## config.mk

```make
export PLATFORM = sky130hd
export DESIGN_NAME = regFile
export DESIGN_NICKNAME = d
export VERILOG_FILES = /design/src/corePkg.sv /design/src/regFile.sv
export VERILOG_INCLUDE_DIRS = /design/src /design/src/include
export SDC_FILE = /design/constraint.sdc
export NUM_CORES = 2
export LEC_CHECK = 0
export BUFFER_PORTS_ARGS = -buffer_cell sky130_fd_sc_hd__clkbuf_2
export CAP_MARGIN = 30
export CORE_MARGIN = 2
export CORE_UTILIZATION = 46
export CTS_BUF_LIST = sky130_fd_sc_hd__clkbuf_4 sky130_fd_sc_hd__clkbuf_8
export DETAILED_ROUTE_END_ITERATION = 12
export GPL_TIMING_DRIVEN = 0
export PLACE_DENSITY = 0.59
export SLEW_MARGIN = 20
export SYNTH_ARGS = -nofsm -noshare
export SYNTH_HDL_FRONTEND = slang
export SYNTH_SLANG_ARGS = --single-unit
```

## constraint.sdc

```tcl
create_clock -name bus -period 2.6 [get_ports bus]
set_input_delay 0.13 -clock bus [delete_from_list [all_inputs] [get_ports bus]]
set_output_delay 0.13 -clock bus [all_outputs]
set_load 0.005 [all_outputs]
```

## src/include/core_consts.svh

```systemverilog
/*
 * Fixed sizes of the fetch front end: decode buffer, bus line and beat,
 * instruction window and register file. Include wherever one of these
 * sizes is needed; types built on them live in the core package.
 */
`ifndef CORE_CONSTS_SVH
`define CORE_CONSTS_SVH

// decode buffer and bus geometry
`define BUF_BYTES 128 // circular decode buffer, power of two
`define LINE_BYTES 64 // one bus request brings a full line
`define WORD_BYTES 8 // bytes carried by each response beat

// longest x86 instruction, also the width of the decoder window
`define WINDOW_BYTES 15

// request a new line once fewer bytes than this await decoding
`define REFILL_LEVEL 32

`define NUM_REGS 16 // architectural integer registers

`endif

```

## src/corePkg.sv

```systemverilog
/*
 * Shared types of the front end. Modules import this package inside
 * their bodies and use scoped names in their port lists.
 */
`default_nettype none

`include "core_consts.svh"

package corePkg;

   typedef logic [63:0] addrT; // byte address
   typedef logic [63:0] wordT; // bus beat and register value
   typedef logic [3:0] regCodeT; // register number

   // offset into the decode buffer, wraps with the buffer size
   typedef logic [$clog2(`BUF_BYTES)-1:0] bufOffsetT;

   typedef logic [3:0] byteCountT; // bytes consumed per cycle, 0 to 15

   typedef logic [`WINDOW_BYTES*8-1:0] windowT; // byte 0 in the top byte

   typedef enum logic [1:0] {
      fetchIdle, // no line outstanding
      fetchWaiting, // acknowledged, no data yet
      fetchActive // beats arriving
   } fetchStateT;

endpackage

`default_nettype wire

```

## src/regFile.sv

```systemverilog
/*
 * Architectural register file. Two combinational read ports and a dual
 * write from the execute stage on retire; the special result wins when
 * both writes target the same register.
 */
`timescale 1ns/1ps
`default_nettype none

`include "core_consts.svh"

module regFile (
   input wire logic bus,
   input wire logic arstN,
   input wire logic wbValid,
   input wire corePkg::regCodeT wbDest,
   input wire corePkg::regCodeT wbDestSpecial,
   input wire corePkg::regCodeT rdAddr1,
   input wire corePkg::regCodeT rdAddr2,
   input wire logic wbDestSpecialValid,
   input wire corePkg::wordT wbResult,
   input wire corePkg::wordT wbResultSpecial,
   output corePkg::wordT rdData1,
   output corePkg::wordT rdData2
);
   import corePkg::*;

   wordT regs [0:`NUM_REGS-1];

   assign rdData1 = regs[rdAddr1];
   assign rdData2 = regs[rdAddr2];

   always_ff @(posedge bus or negedge arstN) begin
      if (!arstN) begin
         for (int r = 0; r < `NUM_REGS; r++) begin
            regs[r] <= '0; // registers start out zero
         end
      end else if (wbValid) begin
         regs[wbDest] <= wbResult;
         if (wbDestSpecialValid) begin
            regs[wbDestSpecial] <= wbResultSpecial; // last write wins on a clash
         end
      end
   end

endmodule

`default_nettype wire

```

==> Word level (Yosys, flattened, before mapping) <==
Index checks and enable logic that the tools add are counted.
{ "op_classes": {"magnitude_cmp": 6, "n_mux": 13, "bitwise_logic": 4, "n_reduce_logical": 2} }
{ "op_table": {"columns": ["cell", "count"], "rows": [
  ["1024-bit bitwise mux", 2],
  ["1024-bit two-way mux", 1],
  ["64-bit binary-select mux with 4-bit select", 2],
  ["64-bit demux with 4-bit select", 2],
  ["64-bit two-way mux", 6],
  ["5-bit greater-or-equal comparator (second input constant)", 4],
  ["4-bit NOT with 5-bit output", 4],
  ["5-bit by 1-bit < comparator with 1-bit output (second input constant)", 2],
  ["1-bit logical AND", 2]
]} }
{ "totals": {"ff_bits": 1024, "in_bits": 148, "out_inout_bits": 128, "word_cells": 41} }

==> Logic depth before layout (Yosys ltp) <==
{ "depth": {"depth_word": 8, "depth_mapped": 8, "mapped_depth_nobuf": 4} }

==> Worst setup path after synthesis <==
OpenSTA, ideal clock, no wires.
{ "synth_path": {"kind": "input -> output", "from": "input port rdAddr2[1]", "to": "output port rdData2[41]", "arrival_time_ps": 1704, "path_slack_ps": 766, "cell_stages": 7, "path_buffers": 4, "cell_sequence": "clkbuf_1 -> buf_2 -> clkbuf_1 -> buf_1 -> mux4_2 -> a22oi_1 -> nand2_1"} }
{ "synth_between": {"elab_chain_len": 4} }
{ "synth_lines": {"columns": ["item", "line", "text"], "rows": [
  ["start, declared", "regFile.sv:18", "input wire corePkg::regCodeT rdAddr2,"],
  ["4-bit NOT with 5-bit output (implied by the code)", "regFile.sv:30", "assign rdData2 = regs[rdAddr2];"],
  ["64-bit binary-select mux with 4-bit select", "regFile.sv:30", null],
  ["64-bit two-way mux (implied by the code) (2 in a row)", "regFile.sv:30", null],
  ["end, declared", "regFile.sv:23", "output corePkg::wordT rdData2"]
]} }
Every way passes these cells. The select of a mux whose other input is x is not followed.

==> Worst setup path in the final report <==
{ "layout_path": {"from": "input port wbDestSpecial[0]", "to": "register regs[456] in the netlist's numbering"} }
{ "layout_between": {"elab_chain_len": 7, "elab_cells_between_ends": 8} }
{ "layout_lines": {"columns": ["item", "line", "text"], "rows": [
  ["start, declared", "regFile.sv:16", "input wire corePkg::regCodeT wbDestSpecial,"],
  ["4-bit NOT with 5-bit output (implied by the code) (*)", "regFile.sv:40", "regs[wbDestSpecial] <= wbResultSpecial;"],
  ["5-bit greater-or-equal comparator (implied by the code) or 5-bit by 1-bit < comparator with 1-bit output (tied branches)", "regFile.sv:40", null],
  ["1-bit logical AND (implied by the code)", "regFile.sv:40", null],
  ["64-bit two-way mux (implied by the code)", "regFile.sv:40", null],
  ["64-bit demux with 4-bit select (*)", "regFile.sv:40", null],
  ["1024-bit bitwise mux (*)", "regFile.sv:40", null],
  ["1024-bit two-way mux (*)", "regFile.sv:39", "if (wbDestSpecialValid) begin"],
  ["end signal, assigned by index", "regFile.sv:38", "regs[wbDest] <= wbResult;"],
  ["end signal, assigned by index", "regFile.sv:40", null],
  ["end, declared", "regFile.sv:27", "wordT regs [0:`NUM_REGS-1];"]
]} }
Mark *: on every way between the ends. The rest lies on a longest branch, timed or not.
A chain may end at the register's enable or synchronous reset.

==> results.yml <==
timing:
  worst_pin_slew_ns: 1.19
  period_minus_slack_ns: 2.73
  fmax_mhz: 366
  finalSetupViolCount: 56
  finalClockSkew_ns: 0
  slew_violations: 0
  setup_slack_ns: -0.135
  grt_setup_unrepaired: "true"
  slew_headroom_pct: 20.6
  hold_viol_final: 0
  min_period_over_period_pct: 105
power:
  combPwrFrac_pct: 26.4
  p_sw_share_pct: 32.4
  power_leakage_uw: 0.0305
  intPower_uw: 36700
  max-vdd-ir-drop_mv: 0.493
  pwr-share-clk_pct: 31.7
  total_power_uw: 54400
  power_density_mw_per_mm2: 745
  switching_power_uw: 17600
  pwr-share-seq_pct: 41.8
worst_setup_path:
  arrival_ns: 3.63
  critical_path_required_ns: 3.49
  crit_path_max_fanout: 11
  crit_type: "in -> reg"
  worstSetupStartpointType: "input port"
  cp-end-kind: "flip-flop"
finish:
  largestRegisters: "regs (1024)"
  syn2layout_area_growth_pct: 16.5
  fin_cells: 7598
  final_layout_size_suffix_gt1_share_pct: 25.6
  top_register: "regs"
  fill_cells: 11713
  largest_reg_flops: 1024
  fin_nets: 5764
clock_network:
  clockBufferDepth: 3
  clk_latency_ns: 0.96
  cts_max_level: 4
  cts.sinks: 1024
  root_buffer: "clkbuf_8"
  postCtsSetupRepairBufs: 0
  clk_pin_slew_ns: 0.06
  numCtsBuffers: 187
  cts_tree: "done"
synth:
  synth_area_leaders: "dfrtp_1, a22o_1, mux4_2"
  synth_cells: 5071
  syn-mean-instance-area_um2: 12.4
  syn_nets: 5219
  ys_types: 36
  yosysTopAreaCell: "dfrtp_1"
  ys_warn_count: 0
  ys_seq_elements: 1024
  ys_seq_area_share_pct: 40.9
  synth_top_area_share_pct: 40.9
  synth_area_mm2: 0.0626
drt:
  dr.first_iter.drc_count: 8343
  vias_per_cell: 7.63
  vias: 57985
  dr.pass1.iters: 7
  drc_errors: 0
  avgRoutedWirePerCell_um: 39.6
  postRouteAntennaNets: 0
  totalWireLength_um: 301000
floorplan:
  initial_utilization_pct: 46.3
  io_pins: 276
  core_area_mm2: 0.135
  die_x_um: 373
  die_area_mm2: 0.139
  rows: 135
  die_y_um: 373
global_routing:
  grt_max_degree: 85
  grt_use_total_pct: 42.4
  grt_first_pass_wirelength_um: 423000
  antenna_found_initial: 32
  grt_pass1_vias: 56330
  grt_overflow: 0
job:
  drv_cap: 0
outcome:
  status: "finished, violations left"
  violations: "negative setup slack"
place:
  port_buffers: 204
  gp_congestion: 0.963
  hpwl_um: 212000
  dp_cells: 7117
worst_hold_path:
  hp-class: "in -> reg"
==> final timing paths <==
| kind | slack [ns] | end | cells after the start | startpoint |
|---|---|---|---|---|
| setup / recovery | -0.13 | regs[456]$_DFFE_PN0P_ | 10 | wbDestSpecial[0] |
| hold reg to reg | 0.52 | regs[69]$_DFFE_PN0P_ | 1 | regs[69]$_DFFE_PN0P_ |
| max in group asynchronous | 0.26 | regs[488]$_DFFE_PN0P_ | 8 | arstN |
| min in group asynchronous | 0.25 | regs[711]$_DFFE_PN0P_ | 4 | arstN |
| hold / removal | 0.05 | regs[972]$_DFFE_PN0P_ | 5 | wbResultSpecial[12] |
| setup reg to reg | 1.31 | regs[897]$_DFFE_PN0P_ | 2 | regs[897]$_DFFE_PN0P_ |
==> critical path, cell delays in order <==
cell	delay, ns
clkbuf_2	0.20
buf_2	0.23
nand2b_1	0.15
clkbuf_1	0.17
nor2_2	0.65
buf_8	0.25
buf_2	0.59
buf_1	0.80
a22o_1	0.27
a22o_1	0.12
==> cell type report <==
type,instances,area (µm²),area share (%)
clock buffers,302,3760,5.15
repair buffers,356,3100,4.25
multi-input cells,3174,34000,46.5
diodes,54,135,0.185
plain buffers,873,3870,5.31
well taps,1781,2230,3.05
flip-flops and latches,1024,25600,35.1
clock inverters,34,292,0.400
==> cells in the mapped netlist (all sizes together) <==
cell and n:
nand2 149, nand4 1, a2111oi 6, o22ai 2, and3 1, a32o 8, dfrtp 1024, a22oi 256
nand3 1, nor3 2, a211oi 5, mux4 512, nand4b 3, clkbuf 654, or3b 1, buf 219
nor2 20, and3b 2, a21oi 5, nand2b 7, or2 1, o21ai 6, nand3b 1, o2bb2ai 3
nor3b 1, o32ai 5, nor2b 70, a22o 2040, or4 1, and2 65
==> cell usage in the layout, fill, tap and decap left out, types with 85 or more instances in the layout <==
| cell type | count |
|---|---|
| a22o_1 | 2040 |
| a22oi_1 | 182 |
| buf_2 | 124 |
| clkbuf_1 | 616 |
| clkbuf_2 | 231 |
| clkbuf_4 | 85 |
| clkbuf_8 | 241 |
| dfrtp_1 | 1024 |
| mux4_2 | 512 |
| nand2_1 | 131 |
==> per-stage QoR <==
| stage | hold slack (ns) | setup TNS (ns) | worst slack (ns) | utilization (%) | instance area [µm²] |
|---|---|---|---|---|---|
| 2_1_floorplan | -0.166 | 0 | 0.766 | - | 62600 |
| 3_3_place_gp | 0.494 | - | -25.25 | 48.7 | 65900 |
| 3_5_place_dp | 0.0488 | -357.39 | -1.05 | 49.6 | 67200 |
| 4_1_cts | 0.0135 | -0.0000135 | -0.0000135 | 53.6 | 72500 |
| 5_1_grt | 0.0752 | -0.0357 | -0.0175 | 53.8 | 72800 |
| 6_report | 0.0549 | -2.73 | -0.135 | 53.9 | 73000 |
==> what timing repair did <==
item,CTS,global route
hold buffers,75,0
gates cloned,0,1
pin swaps,0,15
gates resized for setup,176,36
setup endpoints to repair,128,145
hold endpoints to repair,775,0
==> power groups by stage <==
stage	logic, µW	registers, µW	clock network (µW)
6_report	14400	22700	17300
5_1_grt	15000	23100	17900
4_1_cts	14000	22500	17100
3_5_place_dp	13700	22700	0
3_3_place_gp	13200	22600	0
2_1_floorplan	9530	21700	0
==> routing by layer <==
layer	part of all wire, %	up-vias	routed length [µm]	track usage (%)
met1	37	30077	111000	54.3
met4	6.4	26	19400	24.0
met3	14	1052	41900	17.7
li1	-	22040	-	-
met2	43	4790	128000	60.4
met5	0.096	-	288	0.0349
==> logic make-up after synthesis <==
| logic type | after synthesis | share of synthesized area (%) |
|---|---|---|
| simple gates | 326 | 2.61 |
| flops | 1024 | 40.9 |
| mux | 512 | 18.4 |
| compound gates | 2336 | 32.3 |
| buf+inv | 873 | 5.76 |
No activity file was read; power rests on OpenSTA's default activity.
