`src/include/core_consts.svh`:
```
/*
 * Fixed sizes of the fetch front end: decode buffer, bus line and beat,
 * instruction window and register file. Include wherever one of these
 * sizes is needed; types built on them live in the core package.
 */
`ifndef CORE_CONSTS_SVH
`define CORE_CONSTS_SVH

// decode buffer and bus geometry
`define BUF_BYTES 128 // circular decode buffer, power of two
`define LINE_BYTES 64 // one bus request brings a full line
`define WORD_BYTES 8 // bytes carried by each response beat

// longest x86 instruction, also the width of the decoder window
`define WINDOW_BYTES 15

// request a new line once fewer bytes than this await decoding
`define REFILL_LEVEL 32

`define NUM_REGS 16 // architectural integer registers

`endif

```
`src/corePkg.sv`:
```
/*
 * Shared types of the front end. Modules import this package inside
 * their bodies and use scoped names in their port lists.
 */
`default_nettype none

`include "core_consts.svh"

package corePkg;

   typedef logic [63:0] addrT; // byte address
   typedef logic [63:0] wordT; // bus beat and register value
   typedef logic [3:0] regCodeT; // register number

   // offset into the decode buffer, wraps with the buffer size
   typedef logic [$clog2(`BUF_BYTES)-1:0] bufOffsetT;

   typedef logic [3:0] byteCountT; // bytes consumed per cycle, 0 to 15

   typedef logic [`WINDOW_BYTES*8-1:0] windowT; // byte 0 in the top byte

   typedef enum logic [1:0] {
      fetchIdle, // no line outstanding
      fetchWaiting, // acknowledged, no data yet
      fetchActive // beats arriving
   } fetchStateT;

endpackage

`default_nettype wire

```
`src/regScoreboard.sv`:
```
/*
 * Register scoreboard. One in-use bit per register: an issued
 * instruction marks its sources and destinations, its retire clears
 * them again. stall goes high when the instruction offered by the
 * decoder touches a register that is still in use.
 */
`timescale 1ns/1ps
`default_nettype none

`include "core_consts.svh"

module regScoreboard (
   input wire logic bus,
   input wire logic arstN,
   input wire logic issue,
   input wire corePkg::regCodeT src1,
   input wire corePkg::regCodeT src2,
   input wire corePkg::regCodeT dest,
   input wire corePkg::regCodeT destSpecial,
   input wire logic src1Valid,
   input wire logic src2Valid,
   input wire logic destSpecialValid,
   input wire logic wbValid,
   input wire corePkg::regCodeT wbSrc1,
   input wire corePkg::regCodeT wbSrc2,
   input wire corePkg::regCodeT wbDest,
   input wire corePkg::regCodeT wbDestSpecial,
   input wire logic wbSrc1Valid,
   input wire logic wbSrc2Valid,
   input wire logic wbDestSpecialValid,
   output logic stall
);
   import corePkg::*;

   logic [`NUM_REGS-1:0] inUse;
   logic [`NUM_REGS-1:0] setMask; // registers taken by this issue
   logic [`NUM_REGS-1:0] clrMask; // registers freed by this retire

   // the destination is always checked, the others only when valid
   assign stall = (src1Valid && inUse[src1]) || (src2Valid && inUse[src2])
      || inUse[dest] || (destSpecialValid && inUse[destSpecial]);

   always_comb begin
      setMask = '0;
      if (issue) begin
         setMask[dest] = 1'b1;
         if (src1Valid) setMask[src1] = 1'b1;
         if (src2Valid) setMask[src2] = 1'b1;
         if (destSpecialValid) setMask[destSpecial] = 1'b1;
      end
   end

   always_comb begin
      clrMask = '0;
      if (wbValid) begin
         clrMask[wbDest] = 1'b1;
         if (wbSrc1Valid) clrMask[wbSrc1] = 1'b1;
         if (wbSrc2Valid) clrMask[wbSrc2] = 1'b1;
         if (wbDestSpecialValid) clrMask[wbDestSpecial] = 1'b1;
      end
   end

   always_ff @(posedge bus or negedge arstN) begin
      if (!arstN) begin
         inUse <= '0;
      end else begin
         inUse <= (inUse & ~clrMask) | setMask; // masks never overlap when stall is obeyed
      end
   end

   // the decoder holds its bytes while a hazard is reported
   issueDuringStall: assert property (
      @(posedge bus) disable iff (!arstN)
      issue |-> !stall
   );

   // execute retires only what was issued earlier
   retireUnmarked: assert property (
      @(posedge bus) disable iff (!arstN)
      wbValid |-> ((clrMask & ~inUse) == '0)
   );

endmodule

`default_nettype wire
```
`config.mk`:
```
export PLATFORM = sky130hd
export DESIGN_NAME = regScoreboard
export DESIGN_NICKNAME = d
export VERILOG_FILES = /design/src/corePkg.sv /design/src/regScoreboard.sv
export VERILOG_INCLUDE_DIRS = /design/src /design/src/include
export SDC_FILE = /design/constraint.sdc
export NUM_CORES = 1
export LEC_CHECK = 0
export BUFFER_PORTS_ARGS = -buffer_cell sky130_fd_sc_hd__buf_2
export CAP_MARGIN = 20
export CORE_MARGIN = 1
export CORE_UTILIZATION = 56
export DETAILED_ROUTE_END_ITERATION = 16
export HOLD_SLACK_MARGIN = 0.08
export PLACE_DENSITY = 0.9
export SYNTH_ARGS = -nofsm -noshare
export SYNTH_HDL_FRONTEND = slang
export SYNTH_SLANG_ARGS = --single-unit
```
`constraint.sdc`:
```
create_clock -name bus -period 3.08 [get_ports bus]
set_clock_uncertainty 0.1 [all_clocks]
set_input_delay 0.616 -clock bus [delete_from_list [all_inputs] [get_ports bus]]
set_output_delay 0.616 -clock bus [all_outputs]
set_load 0.1 [all_outputs]
```
=== After elaboration in Yosys (flattened, before gate mapping) ===
Index checks and enable logic that the tools add are counted.

* Input port bits: 42
* Memory bits (read-only): 0
* Logic and storage cells: 76
* Register bits after elaboration: 16
* Output and inout port bits: 1
* Memories: 0
* Latch bits: 0
* RAM bits: 0

* Shift-type cells: 0
* Bitwise logic cells: 9
* Add/subtract/negate cells: 0
* Div/mod/pow operators: 0
* Equality and inequality tests: 0
* Order comparisons: 16
* Reductions and logical operators: 14
* Muxes and demuxes: 36
* $mul: 0

{| class="wikitable"
|+ Operator list
! kind !! count
|-
| $mux 16 || 12
|-
| $or 16x16->16 || 7
|-
| $lt 4x5->1 const B || 8
|-
| $demux 1 s4 || 8
|-
| $ge 4x1->1 const B || 8
|-
| $and 16x16->16 || 1
|-
| $bmux 1 s4 || 4
|-
| $not 16->16 || 1
|-
| $mux 1 || 12
|-
| $logic_and 1x1->1 || 11
|-
| $logic_or 1x1->1 || 3
|}

=== Depth between registers and ports, before layout ===
* Word-level depth: 16
* Mapped depth: 5
* Gate-level depth less buffers: 4

=== Worst setup path before layout ===
No wires, ideal clock.

* Path type: input port to output port
* Start: input src2[1]
* End: output stall
* Slack: -25 ps
* Required time: 2364 ps
* Data arrival time: 2389 ps
* Stages on the path: 5
* Cells stage by stage: clkbuf_1 mux4_2 a32oi_1 nand4_1 a2111o_1

* Longest elaborated chain between the ends: 6

{| class="wikitable"
|+ RTL lines
! item !! line !! source
|-
| start: declaration || regScoreboard.sv:17 || <nowiki>input wire corePkg::regCodeT src2,</nowiki>
|-
| $bmux 1 s4 || regScoreboard.sv:40 || <nowiki>assign stall = (src1Valid && inUse[src1]) || (src2Valid && inUse[src2])</nowiki>
|-
| $mux 1 (not written as such) || regScoreboard.sv:40 ||
|-
| $logic_and 1x1->1 || regScoreboard.sv:40 ||
|-
| $logic_or 1x1->1 || regScoreboard.sv:40 ||
|-
| $logic_or 1x1->1 (2 in a row) || regScoreboard.sv:41 || <nowiki>|| inUse[dest] || (destSpecialValid && inUse[destSpecial]);</nowiki>
|-
| end: declaration || regScoreboard.sv:31 || <nowiki>output logic stall</nowiki>
|}

Every way passes these cells. The select of a mux whose other input is x is not followed.

=== Worst setup path in the final report ===
* Start: input src1[0]
* End: output stall

* Longest elaborated chain between the ends: 6

{| class="wikitable"
|+ RTL lines
! item !! line !! source
|-
| start: declaration || regScoreboard.sv:16 || <nowiki>input wire corePkg::regCodeT src1,</nowiki>
|-
| $bmux 1 s4 || regScoreboard.sv:40 ||
|-
| $mux 1 (not written as such) || regScoreboard.sv:40 ||
|-
| $logic_and 1x1->1 || regScoreboard.sv:40 ||
|-
| $logic_or 1x1->1 || regScoreboard.sv:40 ||
|-
| $logic_or 1x1->1 (2 in a row) || regScoreboard.sv:41 ||
|}

Every way passes these cells. The select of a mux whose other input is x is not followed.

==> run_results.csv <==
group,metric,value,unit
outcome,status,"complete, no violations",
synth,synth_nets,304,
cts,htree_num_levels,1,
setup_path,worstSetupEndpointType,"output port",
cells_and_area,num-fill-cells,307,
synth,syn_area_per_cell,8.300,um2
sta,setup_ws,0.09069,ns
cells_and_area,final_area,2501,um2
setup_path,r2r-end,"inUse[0]",
drt,ant_nets,0,
setup_path,crit_required,2.36,ns
grt,grt.met2_usage,57.11,%
sta,min_period,2.989,ns
grt,grt_pass1_vias,2380,
sta,slew_viol_final,0,
setup_path,cp_max_fo,2,
cells_and_area,num_antenna_cells,0,
sta,max-slew-margin-rel,54.91,%
cts,cts_buffer_depth,2,
synth,synth_top_flop_cell,"dfrtp_1",
cts,cts_hold_buf,0,
floorplanning,rows,22,
synth,synthCells,262,
synth,async_flop_share,100.0,%
synth,ys_seq_elements,16,
synth,yosysSeqAreaShare,18.41,%
floorplanning,coreArea,3689,um2
setup_path,crit_path_max_incr_delay,0.48,ns
cells_and_area,drive_above_1_share,25.50,%
drt,drc_errors,0,
drt,dr.first_iter.drc_count,409,
pwr,vdd_drop_max,0.3353,mV
cts,cts-root-buf,"clkbuf_8",
floorplanning,start_util,58.96,%
setup_path,critical_path_class,"in -> out",
grt,use_met1,52.35,%
grt,grt_usage,37.76,%
floorplanning,die_w,64.32,um
floorplanning,boundaryPins,43,
placed_design,dpl-instance-area,2457,um2
placed_design,hpwlAfterDp,5947,um
cts,path_clk_slew,0.06,ns
cells_and_area,top_regs,"inUse: 16 flops",
cts,post_cts_buffers,0,
flow_run,cap_viol_max_count,0,
drt,routed_via_density,7.729,
sta,timing.fmax,0.3345,GHz
placed_design,gp_congestion,1.058,
synth,yosysWarnings,0,
grt,grtUsageMet3,11.61,%
sta,worst_pin_slew,0.6749,ns
setup_path,cpMaxStageDelayCell,"mux4_2",
sta,rsz0062_at_grt,"false",
synth,synth-edff-count,0,
setup_path,rr_worst_depth,1,
cts,numClockSinks,16,
cts,cts_resized,0,
min_path,hold_class,"in -> async",
setup_path,cp_data_arrival_time,2.27,ns
drt,wirelength,7532,um
pwr,cellLeakagePower,0.9045,nW
setup_path,path_cells,"buf_2 -> mux4_2 -> nor4bb_1 -> a41o_1 -> a2111o_2 -> buf_4",
placed_design,portBuffers,42,
synth,synth.area.top_cells,"dfrtp_1 (18%), mux4_2 (17%), o22ai_1 (10%)",
synth,netlist_area,2175,um2
cells_and_area,top_register,"inUse",
floorplanning,die_area,4136,um2
grt,grt_pass1_wl,11990,um
placed_design,dp_slack,0.04770,ns
drt,wl_per_cell,21.52,um
drt,firstDrtPassIters,5,
synth,yosysTopAreaCell,"dfrtp_1",
cells_and_area,nNetsFinal,346,
pwr,p_per_area,380.3,nW/um2
cells_and_area,largest_register_ffs,16,
cts,cts_tree,"built",
cts,clk_latency,0.24,ns
grt,grt-ovfl-total,0,
floorplanning,die_h,64.32,um
cells_and_area,syn_to_final_growth,15.02,%
sta,fin_setup_tns,0,ns
grt,grt_max_degree,17,
setup_path,worstSetupStartpointType,"input pin",
synth,synth_top_area_share,18.41,%
grt,grt_antenna_before_repair,0,
cts,numCtsBuffers,3,
grt,busiest_layer,"met2",
sta,finalCritPeriodShare,97.06,%
setup_path,r2r_setup_slack,2.20,ns
setup_path,r2r_start,"inUse[0]",
drt,num_vias,2705,
synth,ys_types,36,
sta,hold_violations,0,
sta,setup_violations,0,
-- cell usage after synthesis (2+ instances only) --
cell type  instances
o22ai_1           36
nand2b_1          21
nor3_1            21
dfrtp_1           16
mux4_2            16
nand2_1           14
nand3b_1          14
nor2_1            14
clkbuf_1          12
o21ai_0           12
o2bb2ai_1         11
nand3_1           10
nor2b_1            7
o32ai_1            6
a22oi_1            5
nand4_1            5
nor4_1             5
a22o_1             4
nor3b_1            4
a32oi_1            3
buf_2              3
inv_1              3
o31ai_1            3
or3b_2             3
and3b_1            2
o41ai_1            2
-- metal layers --
metal  wire length [um]  vias up
met5                  0        -
met2               3322      253
met3               1044       31
li1                   -     1165
met4                217        0
met1               2946     1256
-- worst max-delay path by stage --
stage,startpoint,endpoint,slack (ns),cells after the start
after global routing,destSpecial[1],stall,0.03,6
after floorplan,src2[1],stall,0.05,5
after detailed placement,src1[0],stall,0.05,6
after CTS,src1[0],stall,0.04,6
after global placement,src1[0],stall,0.07,6
final,src1[0],stall,0.09,6
-- power by group --
| part | switching [mW] | internal, mW | total, mW | leakage [nW] |
|---|---|---|---|---|
| Sequential | 0.0985 | 0.266 | 0.364 | 0.187 |
| Clock | 0.0640 | 0.0865 | 0.151 | 0.0216 |
| Combinational | 0.214 | 0.222 | 0.436 | 0.696 |
| Total | 0.377 | 0.574 | 0.951 | 0.904 |
-- cells in the final DEF, fill, tap and decap left out, drive strengths merged, types with 4 or more instances in the layout --
cell type and instances:
dfrtp 16, mux4 16, nand3 10, nor2b 7
nor4 5, o32ai 6, buf 53, o22ai 36
a22oi 5, nand2 14, nand3b 14, nand2b 21
o21ai 12, a22o 4, nor3 21, nand4 5
nor2 14, o2bb2ai 11, nor3b 4
-- cell type report --
type	instances	area, um2	share of cell area [%]
Multi-Input combinational cell	227	1693	67.68
Sequential cell	16	400.4	16.01
Timing Repair Buffer	53	295.3	11.81
Tap cell	48	60.06	2.401
Clock buffer	3	41.29	1.651
Inverter	3	11.26	0.4502
-- metrics by stage --
step	hold slack, ns	std cells	utilization (%)	power (mW)
3_3_place_gp	0.4293	347	66.62	0.7759
4_1_cts	0.1830	350	67.74	0.9335
6_report	0.1700	350	67.81	0.9511
3_5_place_dp	0.4396	347	66.62	0.7826
5_1_grt	0.2003	350	67.81	0.9932
2_1_floorplan	0.2204	262	-	0.6265
-- kinds of logic after synthesis --
group | after synthesis | share of synthesized area [%]
AOI/OAI and AO/OA | 85 | 27.73
and+or+nand+nor | 125 | 32.97
DFF | 16 | 18.41
muxes | 17 | 17.09
buffers and inverters | 19 | 3.797
-- worst max-delay path, delay by kind of cell --
kind            cells  cell delay [ns]
compound gates      2             0.66
buf+inv             2             0.34
mux                 1             0.48
simple gates        1             0.18
No activity file was read; power rests on OpenSTA's default activity.
