===== src/include/core_consts.svh =====
/*
 * Fixed sizes of the fetch front end: decode buffer, bus line and beat,
 * instruction window and register file. Include wherever one of these
 * sizes is needed; types built on them live in the core package.
 */
`ifndef CORE_CONSTS_SVH
`define CORE_CONSTS_SVH

// decode buffer and bus geometry
`define BUF_BYTES 128 // circular decode buffer, power of two
`define LINE_BYTES 64 // one bus request brings a full line
`define WORD_BYTES 8 // bytes carried by each response beat

// longest x86 instruction, also the width of the decoder window
`define WINDOW_BYTES 15

// request a new line once fewer bytes than this await decoding
`define REFILL_LEVEL 32

`define NUM_REGS 16 // architectural integer registers

`endif


===== src/corePkg.sv =====
/*
 * Shared types of the front end. Modules import this package inside
 * their bodies and use scoped names in their port lists.
 */
`default_nettype none

`include "core_consts.svh"

package corePkg;

   typedef logic [63:0] addrT; // byte address
   typedef logic [63:0] wordT; // bus beat and register value
   typedef logic [3:0] regCodeT; // register number

   // offset into the decode buffer, wraps with the buffer size
   typedef logic [$clog2(`BUF_BYTES)-1:0] bufOffsetT;

   typedef logic [3:0] byteCountT; // bytes consumed per cycle, 0 to 15

   typedef logic [`WINDOW_BYTES*8-1:0] windowT; // byte 0 in the top byte

   typedef enum logic [1:0] {
      fetchIdle, // no line outstanding
      fetchWaiting, // acknowledged, no data yet
      fetchActive // beats arriving
   } fetchStateT;

endpackage

`default_nettype wire


===== src/decodeBuffer.sv =====
/*
 * Circular byte buffer between fetch and the decoder. Fetch writes one
 * beat at a time at the fill offset; the decoder sees a 15-byte window
 * at the decode offset and reports how many bytes it used each cycle.
 * Beat byte 0 sits in the top byte of the beat, as in the window.
 */
`timescale 1ns/1ps
`default_nettype none

`include "core_consts.svh"

module decodeBuffer (
   input wire logic bus,
   input wire logic arstN,
   input wire logic fillValid,
   input wire corePkg::wordT fillData,
   input wire corePkg::byteCountT bytesConsumed,
   output corePkg::windowT window,
   output logic canDecode,
   output logic roomForLine
);
   import corePkg::*;

   logic [7:0] bufMem [0:`BUF_BYTES-1];

   bufOffsetT fillOffset;
   bufOffsetT decodeOffset;
   bufOffsetT fillLevel; // bytes waiting for the decoder

   assign fillLevel = fillOffset - decodeOffset; // wraps with the buffer

   assign canDecode = fillLevel >= bufOffsetT'(`WINDOW_BYTES);
   assign roomForLine = fillLevel < bufOffsetT'(`REFILL_LEVEL);

   // window bytes, index wraps past the end of the buffer
   for (genvar k = 0; k < `WINDOW_BYTES; k++) begin : gWin
      bufOffsetT idx;
      assign idx = decodeOffset + bufOffsetT'(k);
      assign window[(`WINDOW_BYTES - 1 - k)*8 +: 8] = bufMem[idx];
   end

   always_ff @(posedge bus) begin
      if (fillValid) begin
         for (int i = 0; i < `WORD_BYTES; i++) begin
            bufMem[fillOffset + bufOffsetT'(i)] <= fillData[(`WORD_BYTES - 1 - i)*8 +: 8];
         end
      end
   end

   always_ff @(posedge bus or negedge arstN) begin
      if (!arstN) begin
         fillOffset <= '0;
         decodeOffset <= '0;
      end else begin
         if (fillValid) begin
            fillOffset <= fillOffset + bufOffsetT'(`WORD_BYTES);
         end
         decodeOffset <= decodeOffset + {3'b000, bytesConsumed};
      end
   end

   // the decoder only eats bytes that fetch has delivered
   consumeBeyondFill: assert property (
      @(posedge bus) disable iff (!arstN)
      {3'b000, bytesConsumed} <= fillLevel
   );

   // and only once a full window is present
   consumeWithoutWindow: assert property (
      @(posedge bus) disable iff (!arstN)
      (bytesConsumed != '0) |-> canDecode
   );

   // the refill threshold keeps a full line from overrunning unread bytes
   noOverrun: assert property (
      @(posedge bus) disable iff (!arstN)
      fillValid |-> fillLevel <= bufOffsetT'(`BUF_BYTES - `WORD_BYTES)
   );

endmodule

`default_nettype wire


===== config.mk =====
export PLATFORM = sky130hd
export DESIGN_NAME = decodeBuffer
export DESIGN_NICKNAME = d
export VERILOG_FILES = /design/src/corePkg.sv /design/src/decodeBuffer.sv
export VERILOG_INCLUDE_DIRS = /design/src /design/src/include
export SDC_FILE = /design/constraint.sdc
export NUM_CORES = 2
export LEC_CHECK = 0
export BUFFER_PORTS_ARGS = -buffer_cell sky130_fd_sc_hd__buf_4
export CAP_MARGIN = 25
export CORE_MARGIN = 2
export CORE_UTILIZATION = 36
export CTS_CLUSTER_DIAMETER = 50
export DETAILED_ROUTE_END_ITERATION = 6
export PLACE_DENSITY_LB_ADDON = 0.12
export REMOVE_ABC_BUFFERS = 1
export SYNTH_ARGS = -nofsm -noshare
export SYNTH_HDL_FRONTEND = slang
export SYNTH_SLANG_ARGS = --single-unit
export TNS_END_PERCENT = 10

===== constraint.sdc =====
create_clock -name bus -period 5.8 [get_ports bus]
set_input_delay 0.58 -clock bus [delete_from_list [all_inputs] [get_ports bus]]
set_output_delay 0.58 -clock bus [all_outputs]
set_load 0.02 [all_outputs]

# --- Yosys cells after proc, flatten, opt, wreduce, memory -nomap -nowiden ---
# Memory sizes are Yosys's and may differ from the RTL's.
# Index checks and enable logic that the tools add are counted.
totals:
  regBits: 14
  latchBits: 0
  mem_bits_rw: 1024
  rom_bits: 0
  inputBits: 71
  output_inout_bits: 122
  elab_cells: 31
  mem_count: 1
mem_list:
  columns: ["memory", "depth", "word_bits", "rd", "rd_ports_with_merged_regs", "write_ports", "line_no", "source"]
  rows:
  - ["bufMem", 128, 8, 15, 0, 8, "decodeBuffer.sv:24", "logic [7:0] bufMem [0:`BUF_BYTES-1];"]
op_classes:
  add_sub_neg: 24
  multipliers: 0
  div_mod_pow: 0
  order_cmp: 2
  eq_ne: 0
  n_shift: 0
  n_mux: 2
  bitwise: 0
  reduce_logical: 0
op_table:
  columns: ["operator", "n"]
  rows:
  - ["$add A7 B3 Y7 const B", 8]
  - ["$add A7 B4 Y7 const B", 8]
  - ["$add A7 B2 Y7 const B", 4]
  - ["$add A7 B1 Y7 const B", 2]
  - ["$add A7 B4 Y7", 1]
  - ["$ge A7 B4 Y1 const B", 1]
  - ["$lt A7 B6 Y1 const B", 1]
  - ["$sub A7 B7 Y7", 1]
  - ["$mux W1", 2]

# --- Depth between registers and ports, before layout ---
depth:
  ltp_word: 2
  mapped_depth: 19
  mapped_depth_nobuf: 9

# --- Worst setup path before layout ---
# Ideal clock, no wire load.
synth_timing:
  kind: "input-to-reg"
  start: "in fillValid"
  end: "mem bufMem[24][0] (enable)"
  setup_time_ns: 0.565
  arrival_ns: 5.339
  t_required_ns: 5.235
  slack_ns: -0.103
  stages: 3
  n_path_buf: 1
  path_cell_list: "clkbuf_1 > nand2_1 > nor3_1"
synth_lines:
  columns: ["element", "line_no", "source"]
  rows:
  - ["start: declaration", "decodeBuffer.sv:15", "input wire logic fillValid,"]
  - ["end: declaration", "decodeBuffer.sv:24", null]

# --- Final worst setup path ---
layout_timing:
  start: "reg decodeOffset[4]"
  end: "out window[119]"
layout_via:
  elab_chain_cells: 1
layout_lines:
  columns: ["element", "line_no", "source"]
  rows:
  - ["start: declaration", "decodeBuffer.sv:27", "bufOffsetT decodeOffset;"]
  - ["start signal: assignment", "decodeBuffer.sv:58", "decodeOffset <= decodeOffset + {3'b000, bytesConsumed};"]
  - ["$mem_v2 Z128 W8", null, null]
  - ["end: declaration", "decodeBuffer.sv:18", "output corePkg::windowT window,"]
# Every way passes these cells.

==> parameters.txt <==
Parameter                              Value

Outcome
  Outcome ... complete, but fails checks
  Violations in the final reports ... design-rule violations, negative setup slack

Worst setup path
  Most frequent CP cell ... sky130_fd_sc_hd__buf_4
  Type of the worst setup path ... reg -> out
  Family with the most delay on the worst path ... simple AND/OR/NAND/NOR gates
  Critical-path maximum fanout ... 15
  Sum of buffers and inverters on the critical path ... 3
  Number of cells on the worst reg-to-reg path ... 4
  Data required time of the worst path ... 5.22 ns
  Critical register-to-register path startpoint ... fillOffset[3]
  Critical Path Stages ... 10
  CP Cell Sequence ... and2_1 -> buf_4 -> nand2_1 -> buf_4 -> o22ai_1 -> a31oi_1 -> nand4_1 -> a21o_1 -> o221ai_1 -> buf_4
  Nature of the critical path startpoint ... register
  First element of the critical path ... decodeOffset[4]
  Worst path slowest cell ... sky130_fd_sc_hd__and2_1
  Data arrival time of the critical path ... approximately 5.5 ns
  Stage delay of the slowest cell on the critical path ... 1.01 ns
  Crit path capture type ... output port

Floorplanning
  Die width ... 499 µm
  Die area ... 249,000 µm²
  Standard cell core area ... 243,000 µm²
  Cell row count ... 181
  Die H ... roughly 500 µm
  I/O pins ... 193
  Initial cell density of the core ... between 30% and 40%

Clock network
  CTS Buf Count ... 171
  Buffer type at the clock tree root ... sky130_fd_sc_hd__clkbuf_16
  Clock tree from TritonCTS ... yes
  H-tree depth ... 4
  Clock latency of the later-clocked register in the worst-skew pair ... 0.84 ns
  CTS clock-pin slew for the worst setup and hold paths ... 0.06 ns
  Count of clock tree sinks ... 1,035
  Maximum clock path buffer count ... 3

Timing
  Setup repair after global routing missed its margin ... false
  Timing-limited maximum frequency ... 166 MHz
  Layout Skew ... about 0.027 ns
  Final Hold Vio Count ... 0
  Pins Over Slew Limit ... 0
  Worst relative slew slack ... approximately a fifth
  Final Critical Period ... 6.03 ns
  Final worst-path cycle share ... 104%
  Final worst setup slack ... -0.230 ns
  Worst-margin pin slew ... ~1.2 ns
  Worst Hold Slack ... 0.0725 ns
  Final setup violating endpoints ... 14

Drt
  Number of remaining DRC errors ... 7
  Final ANT Viol Nets ... 0
  Final routed wirelength across all metal layers ... 445 mm
  Starting DRT DRC Count ... 11,516
  Length of the first detailed-routing pass in iterations ... 7
  Drt via density ... 7.58
  Detailed-route via count ... approximately 70,000
  Average detailed-routed wire length per instance ... between 40 and 50 µm

Worst hold path
  Worst hold path startpoint ... bytesConsumed[0]
  HP Class ... in -> reg
  Hold Path Stages ... 2

Placed design
  Count of port buffers added during placement ... ~190
  Worst slack, placed ... ~0.38 ns
  Total cell area at the placement stage ... 94,800 µm²
  Placed wire-length estimate ... 314 mm
  Final GP Congestion ... just under 1

Final layout
  Area growth from synthesis to final layout ... 15.3%
  Post-route cell area ... 102,000 µm²
  Filler Cell Count ... 21,983
  Most common cell after layout, fill and taps aside ... sky130_fd_sc_hd__mux4_2
  Number of nets in the layout ... roughly 6,000
  Layout cells sized above 1 ... 46.9%
  Most used cells in the layout excluding fill and tap cells ... 1,738 x sky130_fd_sc_hd__mux4_2, 1,024 x sky130_fd_sc_hd__edfxtp_1, 611 x sky130_fd_sc_hd__nand2_1
  Final standard cell utilization of the core ... 41.7%

Logic synthesis
  Count of flip-flops with a built-in enable after synthesis ... approximately 1,000
  Share of the synthesized area in compound gates (AO/OA/AOI/OAI) ... under 10%
  Fraction of the yosys area taken by sequential cells ... 35.2%
  Share of cell area taken by muxes after synthesis ... 48.9%
  Flip-flop cell with the highest count after synthesis ... sky130_fd_sc_hd__edfxtp_1
  Simple logic cell fraction of the synthesized area ... 5.64%
  Number of flip-flops and latches in the synthesized netlist ... around 1,000
  Share of synthesized flip-flops with an asynchronous set or reset ... 1.06%
  Combinational family with the most area after synthesis ... multiplexers
  Count of distinct cell types in the synthesized netlist ... 74
  Syn Area/Cell ... 15.3 µm²
  Synthesized area ... ~88,000 µm²
  XOR/XNOR share of the synthesized area ... 0.953%
  Syn Inst Count ... 5,740
  Adder-cell share of the synthesized area ... less than 1%
  Synthesis warning total ... 0

Flow run
  Maxcap violations ... 0

Global routing
  Grt total ovfl ... 0
  Number of global-route vias before repair ... between 60,000 and 70,000
  Initial antenna violation count ... 51
  Largest net degree at the start of global routing ... roughly 160
  Global-route wire length before repair ... a little under 600 mm
  Overall track demand over capacity in global routing ... between 30% and 40%
-- cell usage after synthesis, types with 5 or more instances --
library cell | count | area share [%]
sky130_fd_sc_hd__mux4_2 | 1738 | 44
sky130_fd_sc_hd__edfxtp_1 | 1024 | 35
sky130_fd_sc_hd__nand2_1 | 614 | 2.6
sky130_fd_sc_hd__nor2_1 | 273 | 1.2
sky130_fd_sc_hd__o22ai_1 | 262 | 1.9
sky130_fd_sc_hd__mux2i_1 | 227 | 2.6
sky130_fd_sc_hd__buf_2 | 222 | 1.3
sky130_fd_sc_hd__clkbuf_1 | 149 | 0.64
sky130_fd_sc_hd__mux2_2 | 136 | 1.7
sky130_fd_sc_hd__a21oi_1 | 117 | 0.66
sky130_fd_sc_hd__buf_4 | 102 | 0.87
sky130_fd_sc_hd__nand3_1 | 97 | 0.55
sky130_fd_sc_hd__o21ai_0 | 77 | 0.44
sky130_fd_sc_hd__xnor2_1 | 71 | 0.71
sky130_fd_sc_hd__buf_1 | 65 | 0.28
sky130_fd_sc_hd__nor4_1 | 63 | 0.45
sky130_fd_sc_hd__a211oi_1 | 47 | 0.40
sky130_fd_sc_hd__a31oi_1 | 36 | 0.26
sky130_fd_sc_hd__and3_1 | 28 | 0.20
sky130_fd_sc_hd__buf_6 | 28 | 0.36
sky130_fd_sc_hd__nor3_1 | 27 | 0.15
sky130_fd_sc_hd__ha_1 | 26 | 0.37
sky130_fd_sc_hd__o211ai_1 | 25 | 0.21
sky130_fd_sc_hd__a221oi_1 | 21 | 0.21
sky130_fd_sc_hd__a32oi_1 | 19 | 0.19
sky130_fd_sc_hd__a311oi_1 | 17 | 0.17
sky130_fd_sc_hd__a22oi_1 | 16 | 0.14
sky130_fd_sc_hd__and2_1 | 16 | 0.11
sky130_fd_sc_hd__nand4_1 | 16 | 0.11
sky130_fd_sc_hd__inv_1 | 14 | 0.060
sky130_fd_sc_hd__a211o_1 | 13 | 0.13
sky130_fd_sc_hd__dfrtp_1 | 11 | 0.31
sky130_fd_sc_hd__nor2b_1 | 11 | 0.078
sky130_fd_sc_hd__a21o_1 | 10 | 0.085
sky130_fd_sc_hd__or2_1 | 10 | 0.071
sky130_fd_sc_hd__o2111ai_1 | 9 | 0.090
sky130_fd_sc_hd__a22o_1 | 7 | 0.070
sky130_fd_sc_hd__a32o_1 | 7 | 0.080
sky130_fd_sc_hd__xnor2_2 | 7 | 0.13
sky130_fd_sc_hd__a2111oi_0 | 6 | 0.060
sky130_fd_sc_hd__o221ai_1 | 6 | 0.060
sky130_fd_sc_hd__nand2b_1 | 5 | 0.036
sky130_fd_sc_hd__o31ai_1 | 5 | 0.043
sky130_fd_sc_hd__xor2_1 | 5 | 0.050
-- final timing paths --
path / slack [ns] / to
setup / recovery: -0.23 / window[119]
hold / removal: 0.07 / decodeOffset[0]
hold reg to reg: 0.54 / decodeOffset[5]
max in group asynchronous: 5.43 / decodeOffset[2]
setup reg to reg: 2.67 / bufMem[56][2]
min in group asynchronous: 0.14 / fillOffset[6]
-- metrics by stage --
stage / setup TNS (ns) / cells
floorplan: -5419.41 / 5174
global placement: 0 / 8935
detailed placement: 0 / 8942
CTS: -0.0222 / 9267
global route: 0 / 9300
finish: -1.07 / 9364
-- area by class of cell --
type | count | area (µm²) | area share [%]
well taps | 3202 | 4010 | 3.95
clock buffers | 194 | 4390 | 4.32
inverters | 19 | 86.3 | 0.0850
clock inverters | 126 | 1700 | 1.67
multi-input cells | 4120 | 54600 | 53.8
repair buffers | 594 | 5500 | 5.42
diodes | 74 | 185 | 0.182
flip-flops and latches | 1035 | 31000 | 30.6
-- sequential cells by signal, indices dropped and copies added, names as in the netlist --
| name | count |
|---|---|
| fillOffset | 4 |
| decodeOffset | 7 |
| bufMem | 1024 |
-- logic make-up after synthesis --
group,after synthesis
AND/OR/NAND/NOR,1172
AO/OA/AOI/OAI,731
XOR/XNOR,86
buffers and inverters,585
multiplexers,2104
adder cells (fa/ha/maj),27
flip-flops,1035
-- metal layers --
layer	routed length [µm]	GRT usage (%)	up-vias
met5	734	0.444	-
met4	32900	22.0	39
met3	58600	12.8	1241
met2	194000	50.8	6171
met1	159000	44.5	37777
li1	-	-	25746
-- what timing repair did --
item                       4_1_cts  5_1_grt
setup endpoints to repair       15       33
setup buffers                    3       20
pin swaps                        3        5
hold endpoints to repair        13        0
hold buffers                     2        0
gates resized for setup         11       11
Power is left out: the tool's default activity adds up to more than one toggle a clock period on the data nets, which glitch-free logic cannot reach.
